$ cat config.mk
export PLATFORM = sky130hd
export DESIGN_NAME = pipelineCpu
export DESIGN_NICKNAME = d
export VERILOG_FILES = /design/src/design/isaPkg.sv /design/src/design/pipePkg.sv /design/src/design/instructionFetch.sv /design/src/design/instructionDecoder.sv /design/src/design/registerFile.sv /design/src/design/operandForward.sv /design/src/design/pipelineCpu.sv
export SDC_FILE = /design/constraint.sdc
export NUM_CORES = 2
export LEC_CHECK = 0
export ABC_AREA = 0
export BUFFER_PORTS_ARGS = -buffer_cell sky130_fd_sc_hd__buf_2
export CELL_PAD_IN_SITES_DETAIL_PLACEMENT = 1
export CELL_PAD_IN_SITES_GLOBAL_PLACEMENT = 1
export CORE_MARGIN = 10
export CORE_UTILIZATION = 39
export DETAILED_ROUTE_END_ITERATION = 8
export HOLD_SLACK_MARGIN = 0.06
export PLACE_DENSITY_LB_ADDON = 0.1
export SLEW_MARGIN = 30
export SYNTH_ARGS = -nofsm -noshare
export SYNTH_HDL_FRONTEND = slang
export SYNTH_SLANG_ARGS = --single-unit
$ cat constraint.sdc
create_clock -name clk -period 8.8 [get_ports clk]
set_clock_uncertainty 0.15 [all_clocks]
set_input_delay 0.44 -clock clk [delete_from_list [all_inputs] [get_ports clk]]
set_output_delay 0.44 -clock clk [all_outputs]
set_load 0.005 [all_outputs]
$ cat src/design/isaPkg.sv
`default_nettype none

package isaPkg;

    localparam int wordWidth = 32;
    localparam int regIndexWidth = 5;
    localparam int opcodeWidth = 6;
    localparam int functWidth = 6;
    localparam int targetWidth = 26;

    typedef logic [wordWidth-1:0] word_t;
    typedef logic [regIndexWidth-1:0] regIndex_t;
    typedef logic [opcodeWidth-1:0] opcode_t;
    typedef logic [functWidth-1:0] funct_t;

    // Primary opcodes
    localparam opcode_t opSpecial = 6'h00;
    localparam opcode_t opJ = 6'h02;
    localparam opcode_t opJal = 6'h03;
    localparam opcode_t opBeq = 6'h04;
    localparam opcode_t opBne = 6'h05;
    localparam opcode_t opOri = 6'h0d;
    localparam opcode_t opLui = 6'h0f;
    localparam opcode_t opLw = 6'h23;
    localparam opcode_t opSw = 6'h2b;

    // R-type function codes
    localparam funct_t fnJr = 6'h08;
    localparam funct_t fnAddu = 6'h21;
    localparam funct_t fnSubu = 6'h23;
    localparam funct_t fnAnd = 6'h24;
    localparam funct_t fnOr = 6'h25;
    localparam funct_t fnSlt = 6'h2a;

    localparam word_t resetPc = 32'h0000_3000;
    localparam regIndex_t linkReg = 5'd31;

endpackage

`default_nettype wire

$ cat src/design/pipePkg.sv
`default_nettype none

package pipePkg;
    import isaPkg::*;

    typedef logic [2:0] aluOp_t;
    localparam aluOp_t aluAdd = 3'd0;
    localparam aluOp_t aluSub = 3'd1;
    localparam aluOp_t aluAnd = 3'd2;
    localparam aluOp_t aluOr = 3'd3;
    localparam aluOp_t aluSlt = 3'd4;
    localparam aluOp_t aluLui = 3'd5;

    typedef logic [1:0] wbSource_t;
    localparam wbSource_t wbNone = 2'd0;
    localparam wbSource_t wbAlu = 2'd1;
    localparam wbSource_t wbMem = 2'd2;
    localparam wbSource_t wbLink = 2'd3;

    // All zero is a bubble
    typedef struct packed {
        regIndex_t src1;
        regIndex_t src2;
        regIndex_t dest;
        logic src1Early;
        logic src2Early;
        word_t imm;
        logic useImm;
        aluOp_t aluOp;
        wbSource_t wbSrc;
        logic memLoad;
        logic memStore;
        logic branch;
        logic branchNe;
        logic jump;
        logic jumpReg;
        logic [targetWidth-1:0] target26;
    } ctrl_t;

    typedef struct packed {
        logic valid;
        regIndex_t dest;
        word_t value;
    } fwdSource_t;

    // Execute keeps the raw word and decodes it again
    typedef struct packed {
        word_t pc;
        word_t instr;
        word_t op1;
        word_t op2;
    } exStage_t;

    typedef struct packed {
        ctrl_t ctrl;
        word_t result;
        word_t storeData;
    } memStage_t;

    typedef struct packed {
        regIndex_t dest;
        word_t result;
    } wbStage_t;

endpackage

`default_nettype wire

$ cat src/design/instructionFetch.sv
`timescale 1ns/1ps
`default_nettype none

module instructionFetch
    import isaPkg::*;
(
    input  logic  clk,
    input  logic  reset,
    input  logic  stall,
    input  logic  redirect,
    input  word_t target,
    output word_t pc
);

    always_ff @(posedge clk) begin
        if (reset) begin
            pc <= resetPc;
        end else if (redirect) begin
            pc <= target;
        end else if (!stall) begin
            pc <= pc + 32'd4;
        end
    end

endmodule

`default_nettype wire

$ cat src/design/instructionDecoder.sv
`timescale 1ns/1ps
`default_nettype none

module instructionDecoder
    import isaPkg::*, pipePkg::*;
(
    input  word_t instr,
    output ctrl_t ctrl
);

    opcode_t opcode;
    funct_t funct;
    regIndex_t rs;
    regIndex_t rt;
    regIndex_t rd;
    logic [15:0] imm16;
    logic rAlu;

    assign opcode = instr[31:26];
    assign rs = instr[25:21];
    assign rt = instr[20:16];
    assign rd = instr[15:11];
    assign funct = instr[5:0];
    assign imm16 = instr[15:0];
    assign rAlu = funct inside {fnAddu, fnSubu, fnAnd, fnOr, fnSlt};

    always_comb begin
        ctrl = '0;
        case (opcode)
            opSpecial: begin
                if (funct == fnJr) begin
                    ctrl.src1 = rs;
                    ctrl.src1Early = 1'b1;
                    ctrl.jumpReg = 1'b1;
                end else if (rAlu) begin
                    ctrl.src1 = rs;
                    ctrl.src2 = rt;
                    ctrl.dest = rd;
                    ctrl.wbSrc = wbAlu;
                    case (funct)
                        fnSubu: ctrl.aluOp = aluSub;
                        fnAnd: ctrl.aluOp = aluAnd;
                        fnOr: ctrl.aluOp = aluOr;
                        fnSlt: ctrl.aluOp = aluSlt;
                        default: ctrl.aluOp = aluAdd;
                    endcase
                end
            end
            opOri, opLui: begin
                ctrl.src1 = (opcode == opOri) ? rs : '0;
                ctrl.dest = rt;
                ctrl.imm = {16'h0, imm16};
                ctrl.useImm = 1'b1;
                ctrl.aluOp = (opcode == opOri) ? aluOr : aluLui;
                ctrl.wbSrc = wbAlu;
            end
            opLw, opSw: begin
                ctrl.src1 = rs;
                ctrl.imm = {{16{imm16[15]}}, imm16};
                ctrl.useImm = 1'b1;
                ctrl.aluOp = aluAdd;
                if (opcode == opLw) begin
                    ctrl.dest = rt;
                    ctrl.wbSrc = wbMem;
                    ctrl.memLoad = 1'b1;
                end else begin
                    // Store data rides along in src2
                    ctrl.src2 = rt;
                    ctrl.memStore = 1'b1;
                end
            end
            opBeq, opBne: begin
                ctrl.src1 = rs;
                ctrl.src2 = rt;
                ctrl.src1Early = 1'b1;
                ctrl.src2Early = 1'b1;
                ctrl.imm = {{16{imm16[15]}}, imm16};
                ctrl.branch = 1'b1;
                ctrl.branchNe = (opcode == opBne);
            end
            opJ, opJal: begin
                ctrl.jump = 1'b1;
                ctrl.target26 = instr[targetWidth-1:0];
                if (opcode == opJal) begin
                    ctrl.dest = linkReg;
                    ctrl.wbSrc = wbLink;
                end
            end
            default: ctrl = '0;
        endcase
    end

endmodule

`default_nettype wire

$ cat src/design/registerFile.sv
`timescale 1ns/1ps
`default_nettype none

module registerFile
    import isaPkg::*;
(
    input  logic      clk,
    input  logic      reset,
    input  regIndex_t readAddr1,
    input  regIndex_t readAddr2,
    output word_t     readData1,
    output word_t     readData2,
    input  regIndex_t writeAddr,
    input  word_t     writeData
);

    word_t regs [32];

    // Register zero is never written, so it stays cleared
    always_ff @(posedge clk) begin
        if (reset) begin
            for (int i = 0; i < 32; i++) begin
                regs[i] <= '0;
            end
        end else if (writeAddr != '0) begin
            regs[writeAddr] <= writeData;
        end
    end

    assign readData1 = regs[readAddr1];
    assign readData2 = regs[readAddr2];

endmodule

`default_nettype wire

$ cat src/design/operandForward.sv
`timescale 1ns/1ps
`default_nettype none

module operandForward
    import isaPkg::*, pipePkg::*;
#(
    parameter int srcCount = 3
) (
    input  regIndex_t  request,
    input  word_t      original,
    input  logic       needNow,
    input  fwdSource_t sources [srcCount],
    output word_t      value,
    output logic       mustWait
);

    logic found;

    // Sources come youngest first
    always_comb begin
        value = original;
        mustWait = 1'b0;
        found = 1'b0;
        if (request == '0) begin
            value = '0;
        end else begin
            for (int i = 0; i < srcCount; i++) begin
                if (!found && sources[i].dest == request) begin
                    found = 1'b1;
                    value = sources[i].value;
                    mustWait = needNow && !sources[i].valid;
                end
            end
        end
    end

endmodule

`default_nettype wire

$ cat src/design/pipelineCpu.sv
`timescale 1ns/1ps
`default_nettype none

module pipelineCpu
    import isaPkg::*, pipePkg::*;
(
    input  logic  clk,
    input  logic  reset,
    output word_t imemAddr,
    input  word_t imemData,
    output word_t effectivePc,
    output word_t busAddress,
    output word_t busDataIn,
    input  word_t busDataOut,
    output logic  busRead,
    output logic  busWrite
);

    word_t pc;
    word_t dInstr;
    word_t dPc;
    ctrl_t dCtrl;
    word_t rfData1;
    word_t rfData2;
    word_t dOp1;
    word_t dOp2;
    logic dWait1;
    logic dWait2;
    logic dStall;
    logic redirect;
    word_t target;

    exStage_t ex;
    ctrl_t exCtrl;
    word_t eOp1;
    word_t eOp2;
    logic eWait1;
    logic eWait2;
    logic eStall;
    word_t aluB;
    word_t aluOut;
    word_t linkValue;

    memStage_t mem;
    word_t mStoreData;
    wbStage_t wb;

    fwdSource_t exFwd;
    fwdSource_t memFwd;
    fwdSource_t wbFwd;
    fwdSource_t dSources [3];
    fwdSource_t eSources [2];
    fwdSource_t mSources [1];

    // An execute wait holds decode too
    assign dStall = dWait1 || dWait2 || eStall;
    assign eStall = eWait1 || eWait2;

    instructionFetch fetch_i (
        .clk(clk),
        .reset(reset),
        .stall(dStall),
        .redirect(redirect),
        .target(target),
        .pc(pc)
    );

    assign imemAddr = pc;
    assign effectivePc = pc;

    always_ff @(posedge clk) begin
        if (reset) begin
            dInstr <= '0;
        end else if (!dStall) begin
            dInstr <= imemData;
            dPc <= pc;
        end
    end

    instructionDecoder decode_i (
        .instr(dInstr),
        .ctrl(dCtrl)
    );

    registerFile regs_i (
        .clk(clk),
        .reset(reset),
        .readAddr1(dCtrl.src1),
        .readAddr2(dCtrl.src2),
        .readData1(rfData1),
        .readData2(rfData2),
        .writeAddr(wb.dest),
        .writeData(wb.result)
    );

    assign exFwd = '{valid: exCtrl.wbSrc == wbLink, dest: exCtrl.dest, value: linkValue};
    assign memFwd = '{valid: mem.ctrl.wbSrc != wbMem, dest: mem.ctrl.dest, value: mem.result};
    assign wbFwd = '{valid: 1'b1, dest: wb.dest, value: wb.result};
    assign dSources = '{exFwd, memFwd, wbFwd};
    assign eSources = '{memFwd, wbFwd};
    assign mSources = '{wbFwd};

    operandForward #(.srcCount(3)) dFwd1_i (
        .request(dCtrl.src1), .original(rfData1), .needNow(dCtrl.src1Early),
        .sources(dSources), .value(dOp1), .mustWait(dWait1)
    );

    operandForward #(.srcCount(3)) dFwd2_i (
        .request(dCtrl.src2), .original(rfData2), .needNow(dCtrl.src2Early),
        .sources(dSources), .value(dOp2), .mustWait(dWait2)
    );

    // Branches and jumps resolve here, delay slot already in fetch
    always_comb begin
        redirect = 1'b0;
        target = dPc + 32'd4 + {dCtrl.imm[29:0], 2'b00};
        if (dCtrl.branch) begin
            redirect = dCtrl.branchNe ? (dOp1 != dOp2) : (dOp1 == dOp2);
        end else if (dCtrl.jumpReg) begin
            redirect = 1'b1;
            target = dOp1;
        end else if (dCtrl.jump) begin
            redirect = 1'b1;
            target = {dPc[31:28], dCtrl.target26, 2'b00};
        end
        if (dStall) begin
            redirect = 1'b0;
        end
    end

    always_ff @(posedge clk) begin
        if (reset) begin
            ex.instr <= '0;
        end else if (eStall) begin
            // Sources move on while held, so keep the freshest values
            ex.op1 <= eOp1;
            ex.op2 <= eOp2;
        end else begin
            ex.pc <= dPc;
            ex.instr <= dStall ? '0 : dInstr;
            ex.op1 <= dOp1;
            ex.op2 <= dOp2;
        end
    end

    instructionDecoder execDecode_i (
        .instr(ex.instr),
        .ctrl(exCtrl)
    );

    operandForward #(.srcCount(2)) eFwd1_i (
        .request(exCtrl.src1), .original(ex.op1), .needNow(!exCtrl.src1Early),
        .sources(eSources), .value(eOp1), .mustWait(eWait1)
    );

    operandForward #(.srcCount(2)) eFwd2_i (
        .request(exCtrl.src2), .original(ex.op2),
        .needNow(!exCtrl.src2Early && !exCtrl.useImm),
        .sources(eSources), .value(eOp2), .mustWait(eWait2)
    );

    assign aluB = exCtrl.useImm ? exCtrl.imm : eOp2;
    assign linkValue = ex.pc + 32'd8;

    always_comb begin
        case (exCtrl.aluOp)
            aluSub: aluOut = eOp1 - aluB;
            aluAnd: aluOut = eOp1 & aluB;
            aluOr: aluOut = eOp1 | aluB;
            aluSlt: aluOut = {31'h0, $signed(eOp1) < $signed(aluB)};
            aluLui: aluOut = aluB << 16;
            default: aluOut = eOp1 + aluB;
        endcase
    end

    always_ff @(posedge clk) begin
        if (reset || eStall) begin
            mem.ctrl <= '0;
        end else begin
            mem.ctrl <= exCtrl;
            mem.result <= (exCtrl.wbSrc == wbLink) ? linkValue : aluOut;
            mem.storeData <= eOp2;
        end
    end

    // Store data may still be a load landing in write-back
    operandForward #(.srcCount(1)) mFwd_i (
        .request(mem.ctrl.src2), .original(mem.storeData), .needNow(1'b0),
        .sources(mSources), .value(mStoreData), .mustWait()
    );

    assign busAddress = mem.result;
    assign busDataIn = mStoreData;
    assign busWrite = mem.ctrl.memStore;
    assign busRead = mem.ctrl.memLoad;

    always_ff @(posedge clk) begin
        if (reset) begin
            wb.dest <= '0;
        end else begin
            wb.dest <= mem.ctrl.dest;
            wb.result <= mem.ctrl.memLoad ? busDataOut : mem.result;
        end
    end

endmodule

`default_nettype wire

== After elaboration in Yosys (flattened, before gate mapping) ==
Memory sizes are Yosys's and may differ from the RTL's.
Index checks and enable logic that the tools add are counted.
Cells by class
  add/sub/neg operators: 6
  order comparisons: 1
  equality and inequality tests: 49
  multiplexer cells: 105
  bitwise operators: 6
  reduce and logical (&&, ||, !) cells: 53
Operators by type and width (number)
  $mux 32: 26
  $pmux 32 s5: 1
  $eq 6x6->1 const B: 14
  $add 32x3->32 const B: 2
  $add 32x32->32: 2
  $mux 64: 1
  $pmux 32 s2: 1
  $pmux 30 s2: 1
  $pmux 5 s3: 4
  $eq 5x5->1: 11
  $mux 5: 11
  $mux 1: 45
  $eq 6x4->1 const B: 6
  $add 32x4->32 const B: 1
  $and 32x32->32: 1
  $eq 32x32->1: 1
  $lt 32x32->1: 1
  $ne 32x32->1: 1
  $or 32x32->32: 1
  $reduce_or 32->1: 1
  $sub 32x32->32: 1
  $mux 15: 2
  $mux 26: 1
  $logic_not 5->1: 5
  other kinds (25): 79
Storage, ports and cells
  bits in registers: 339
  memory bits (writable): 1024
  input port bits: 66
  output and inout port bits: 130
  word-level logic and storage cells: 237
  memories: 1
Memory list
  regs_i.regs: depth 32, bits a word 32, read ports 2, clocked after Yosys merged registers in 0, wr ports 32, RTL line registerFile.sv:17  | word_t regs [32];

== Longest topological paths before layout ==
  depth after elaboration: 21
  mapped depth: 31

== Cells and area by module ==
From an unflattened synthesis, not the netlist that was laid out.
Second synthesis, totals
  cell total of the unflattened synthesis: 8131
  area, all modules: 86695.6 µm²
By module, submodules not included
  registerFile: instances 1, cells each 4603, area each 55981.2 µm², seq. area each 30749.5 µm²
  pipelineCpu: instances 1, cells each 2154, area each 19995.4 µm², seq. area each 8388.0 µm²
  operandForward at dFwd1_i ...: instances 2, cells each 182, area each 1769.2 µm², seq. area each 0.0 µm²
  operandForward at eFwd1_i ...: instances 2, cells each 177, area each 1263.7 µm², seq. area each 0.0 µm²
  instructionDecoder: instances 2, cells each 150, area each 993.5 µm², seq. area each 0.0 µm²
  instructionFetch: instances 1, cells each 232, area each 1875.5 µm², seq. area each 640.6 µm²
  operandForward at mFwd_i: instances 1, cells each 124, area each 790.8 µm², seq. area each 0.0 µm²

== Worst setup path before layout ==
No wires, ideal clock.
  kind: input port to flip-flop
  start point: in reset
  end point: mem regs_i.regs[10][0] (netlist bit), enable pin
  setup time: 0.746 ns
  arrival: 6.616 ns
  setup slack: 1.288 ns
  cell stages on the path: 4
  path through: inv_1 > clkbuf_1 > clkbuf_1 > o21ai_0
RTL lines
  start: declaration: RTL line pipelineCpu.sv:8  | input logic reset,
  end: declaration: RTL line registerFile.sv:17

== Worst setup path after layout ==
  start point: reg dInstr[3]
  end point: reg fetch_i.pc[22]
Between the ends
  word-level cells in the longest chain between the ends: 21
  elaborated cells on any way between the ends: 73
RTL lines
  start: declaration: RTL line pipelineCpu.sv:20  | word_t dInstr;
  start signal: assignment: RTL line pipelineCpu.sv:75  | dInstr <= imemData;
  $eq 6x6->1: RTL line instructionDecoder.sv:25  | assign rAlu = funct inside {fnAddu, fnSubu, fnAnd, fnOr, fnSlt};
  $reduce_bool 5->1: RTL line instructionDecoder.sv:25
  $mux 15: RTL line instructionDecoder.sv:35  | end else if (rAlu) begin
  $mux 5 or $mux 10 (tied branches): RTL line instructionDecoder.sv:31  | if (funct == fnJr) begin
  $pmux 5 s3: RTL line instructionDecoder.sv:29  | case (opcode)
  $eq 5x5->1: RTL line operandForward.sv:28  | if (!found && sources[i].dest == request) begin
  $mux 1: RTL line operandForward.sv:28
  $mux 1: RTL line operandForward.sv:24  | if (request == '0) begin
  [... 5 more ...]
  $logic_and 1x1->1: RTL line operandForward.sv:28
  $mux 32: RTL line operandForward.sv:28
  $mux 32: RTL line operandForward.sv:24
  $eq 32x32->1 or $ne 32x32->1 (tied branches): RTL line pipelineCpu.sv:118  | redirect = dCtrl.branchNe ? (dOp1 != dOp2) : (dOp1 == dOp2);
  $mux 1: RTL line pipelineCpu.sv:118
  $mux 1: RTL line pipelineCpu.sv:117  | if (dCtrl.branch) begin
  $mux 1: RTL line pipelineCpu.sv:126  | if (dStall) begin
  $ne 2x1->1 (no source line) or $mux 32 (tied branches)
  end signal: assignment: RTL line instructionFetch.sv:17  | pc <= resetPc;
  end signal: assignment: RTL line instructionFetch.sv:19  | pc <= target;
  end signal: assignment: RTL line instructionFetch.sv:21  | pc <= pc + 32'd4;
  end: declaration: RTL line instructionFetch.sv:12  | output word_t pc
Several ways; a longest one is shown, not always the timed one. The select of a mux whose other input is x is not followed.
A chain may end at the register's enable or synchronous reset.

==> impl_metrics.py <==
metrics = {
    "cells_and_area": {
        "drive_gt1_frac": 0.142,
        "fin_util": 0.449,
        "final_common_cell": "nand2_1",
        "final_cell_mix": "1308 x nand2_1, 1248 x edfxtp_1, 991 x and2_1, 514 x a21oi_1, 454 x mux2i_1",
        "final_area_mm2": 0.0953,
        "fin_nets": 8891,
        "syn2layout_area_growth_pct": 14.6,
    },
    "sta": {
        "maxSlewHeadroom": 0.220,
        "timing.final.crit_share": 0.973,
        "period_minus_slack_ps": 8560,
        "fmax_ghz": 0.117,
        "drv_slew": 0,
        "final.setup.tns_ps": 0,
        "final-hold-violation-count": 0,
        "setup_viol": 0,
        "rsz0062_at_grt": "false",
        "worst_pin_slew_ps": 1160,
    },
    "flow_run": {
        "max-cap-violations": 0,
    },
    "worst_setup_path": {
        "worstSetupPathType": "reg2reg",
        "cp_max_fo": 32,
        "rr_startpoint": "dInstr[3]$_SDFFE_PP0N_",
        "r2r_slack_ps": 240,
        "r2r-end": "fetch_i.pc[22]$_SDFFE_PP0P_",
        "crit_path_end_kind": "register",
        "r2r_cells": 21,
        "crit_path_start": "dInstr[3]$_SDFFE_PP0N_",
        "required_ps": 9370,
        "cp-start-kind": "register",
        "cp.arrival_ps": 9130,
    },
    "synth": {
        "synth_top_family_by_area": "simple AND/OR/NAND/NOR gates",
        "synthArstFlopShare": 0,
        "synth_cell_types": 105,
        "netlist_area_mm2": 0.0832,
        "avgSynthCellArea_um2": 9.63,
        "synthSimpleGateAreaFrac": 0.210,
        "synth_compound_area_frac": 0.143,
        "syn_inst": 8633,
        "synth_warnings": 0,
        "synth_xor_area_frac": 0.0160,
        "yosys_most_used_dff": "edfxtp_1",
        "synth_seq_cells": 1363,
        "synthAdderAreaFrac": 0.0234,
        "ys_seq_area_frac": 0.478,
        "synth_enable_flop_cells": 1248,
        "muxShareOfSynthArea": 0.0795,
    },
    "clock_tree": {
        "clk_pin_slew_ps": 60,
        "root_buffer": "clkbuf_16",
        "post_cts_buffers": 0,
        "cts_tree": "yes",
        "cts_made_buffers": 167,
        "cts_max_level": 4,
        "insertion_delay_ps": 880,
        "clockBufferDepth": 3,
        "cts.sinks": 1363,
    },
    "drt": {
        "vias": 76871,
        "vias_per_cell": 6.60,
        "drt-initial-drc-count": 11686,
        "final_antenna_net_count": 0,
        "drcViolationCount": 0,
        "firstDrtPassIters": 6,
        "totalWireLength_um": 448000,
        "wl_per_cell_um": 38.5,
    },
    "floorplan": {
        "fp.dieW_um": 482,
        "die_h_um": 482,
        "start_util": 0.392,
        "ios": 196,
        "die_area_mm2": 0.232,
        "core.rowCount": 169,
        "coreArea_mm2": 0.212,
    },
    "hold_path": {
        "worst_hold_path_type": "in2reg",
        "holdPathStages": 4,
        "min_from": "imemData[20]",
        "holdPathEnd": "dInstr[20]$_SDFFE_PP0N_",
    },
    "placed_design": {
        "dpl.hpwl_um": 294000,
        "portBuffers": 195,
        "dpl-instance-area_mm2": 0.0890,
        "gp_congestion": 0.969,
    },
    "outcome": {
        "status": "finished clean",
    },
    "global_routing": {
        "grt_overflow": 0,
        "antenna_found_initial": 65,
        "grt_pass1_wl_um": 612000,
        "track_usage": 0.372,
        "grt_max_degree": 95,
        "grt_pass1_vias": 74939,
    },
    "pwr": {
        "p_per_area_mw_per_mm2": 180,
        "peakVddDrop_mv": 0.223,
        "leakage_nw": 35.5,
    },
}
-- cells by family after synthesis --
kind of cell | count (synthesis)
other | 1
DFF | 1363
muxes | 632
AOI/OAI and AO/OA | 1798
xor gates and xnor gates | 152
buffers and inverters | 996
adders and majority gates | 154
and+or+nand+nor | 3537
-- through the flow --
step	hold WS [ps]	power [mW]	instances	setup slack (ps)
after floorplan	276	8.84	8664	1290
after global placement	299	10.0	11251	465
after detailed placement	305	10.0	11255	449
after CTS	164	17.1	11626	401
after global routing	221	17.5	11631	106
final	220	17.1	11651	239
-- flip-flops by register name (all words and copies together) (netlist names) --
name and count:
busAddress 32, mem 39, dPc 32, regs_i.regs 1024
busWrite 1, busRead 1, dSources 42, dInstr 32
ex 128, fetch_i.pc 32
-- worst max-delay path, stage by stage (launching register included) --
cell and delay [ps]:
dfxtp_1 500, nor4bb_1 850, o311a_1 860, o211ai_1 150
buf_4 390, nor2_4 610, buf_4 500, nand3_1 150
nand2_1 120, a311oi_2 110, nor3_1 870, nor3_1 240
xnor2_1 200, nor4_1 270, nand2_1 170, nor4_2 490
buf_4 240, mux2i_1 490, nand2_2 250, buf_12 250
mux2_2 280, a32o_1 200
-- routing by layer --
layer / track usage / wire, µm / vias up
met2: 0.526 / 182000 / 5067
met3: 0.112 / 55800 / 1142
met1: 0.509 / 184000 / 39410
met5: 0 / 194 / -
li1: - / - / 31224
met4: 0.197 / 27000 / 28
-- cell usage after synthesis (17+ instances only) --
| cell type | instances | area share |
|---|---|---|
| nand2_1 | 1313 | 0.059 |
| edfxtp_1 | 1248 | 0.45 |
| and2_1 | 992 | 0.075 |
| clkbuf_1 | 561 | 0.025 |
| a21oi_1 | 520 | 0.031 |
| mux2i_1 | 455 | 0.055 |
| nand3_1 | 430 | 0.026 |
| nor2_1 | 352 | 0.016 |
| o21ai_0 | 299 | 0.018 |
| a211oi_1 | 173 | 0.016 |
| mux2_2 | 171 | 0.023 |
| ha_1 | 151 | 0.023 |
| inv_1 | 138 | 0.0062 |
| nor3_1 | 121 | 0.0073 |
| dfxtp_1 | 115 | 0.028 |
| buf_2 | 114 | 0.0069 |
| a31oi_1 | 105 | 0.0079 |
| xnor2_1 | 98 | 0.010 |
| buf_1 | 89 | 0.0040 |
| a221oi_1 | 78 | 0.0082 |
| a22oi_1 | 76 | 0.0069 |
| buf_4 | 75 | 0.0068 |
| nand4_1 | 69 | 0.0052 |
| and3_1 | 61 | 0.0046 |
| nor2b_1 | 54 | 0.0041 |
| xor2_1 | 54 | 0.0057 |
| o211ai_1 | 53 | 0.0048 |
| o221ai_1 | 41 | 0.0043 |
| a22o_1 | 39 | 0.0041 |
| a311oi_1 | 39 | 0.0041 |
| o22ai_1 | 38 | 0.0029 |
| a21o_1 | 35 | 0.0032 |
| a211o_1 | 33 | 0.0035 |
| a32oi_1 | 29 | 0.0031 |
| o21ai_1 | 28 | 0.0017 |
| nand2b_1 | 26 | 0.0020 |
| or3_1 | 25 | 0.0019 |
| o31ai_1 | 23 | 0.0021 |
| o32ai_1 | 21 | 0.0022 |
| nor4_1 | 18 | 0.0014 |
| o2111ai_1 | 17 | 0.0018 |
| o21bai_1 | 17 | 0.0015 |
-- layout make-up --
| cell class | count | area (µm²) |
|---|---|---|
| fillers | 23391 | 117000 |
| multi-input cells | 6305 | 40600 |
| flip-flops and latches | 1363 | 39800 |
| repair buffers | 693 | 5440 |
| clock buffers | 221 | 4500 |
| well taps | 2821 | 3530 |
| clock inverters | 85 | 905 |
| inverters | 141 | 539 |
| diodes | 22 | 55.1 |
-- where the power goes --
group          leakage (nW)  internal (mW)  switching [mW]
clock network          2.63           4.02            3.06
logic                  19.2          0.708            1.75
registers              13.8           7.34           0.270
-- worst max-delay path by stage --
stage                                        to  cells past startpoint  slack, ps
2_1_floorplan  regs_i.regs[10][0]$_SDFFCE_PN0P_                      4       1290
3_3_place_gp        fetch_i.pc[22]$_SDFFE_PP0P_                     21        470
3_5_place_dp            busAddress[0]$_DFFE_PP_                     28        450
4_1_cts                 busAddress[0]$_DFFE_PP_                     28        400
5_1_grt                busAddress[30]$_DFFE_PP_                     28        110
6_report            fetch_i.pc[22]$_SDFFE_PP0P_                     21        240
-- what timing repair did --
action	in CTS	in global routing
hold endpoints to repair	79	0
hold buffers	65	0
setup endpoints to repair	0	9
gates resized for setup	0	8
(Power assumes the default switching activity.)
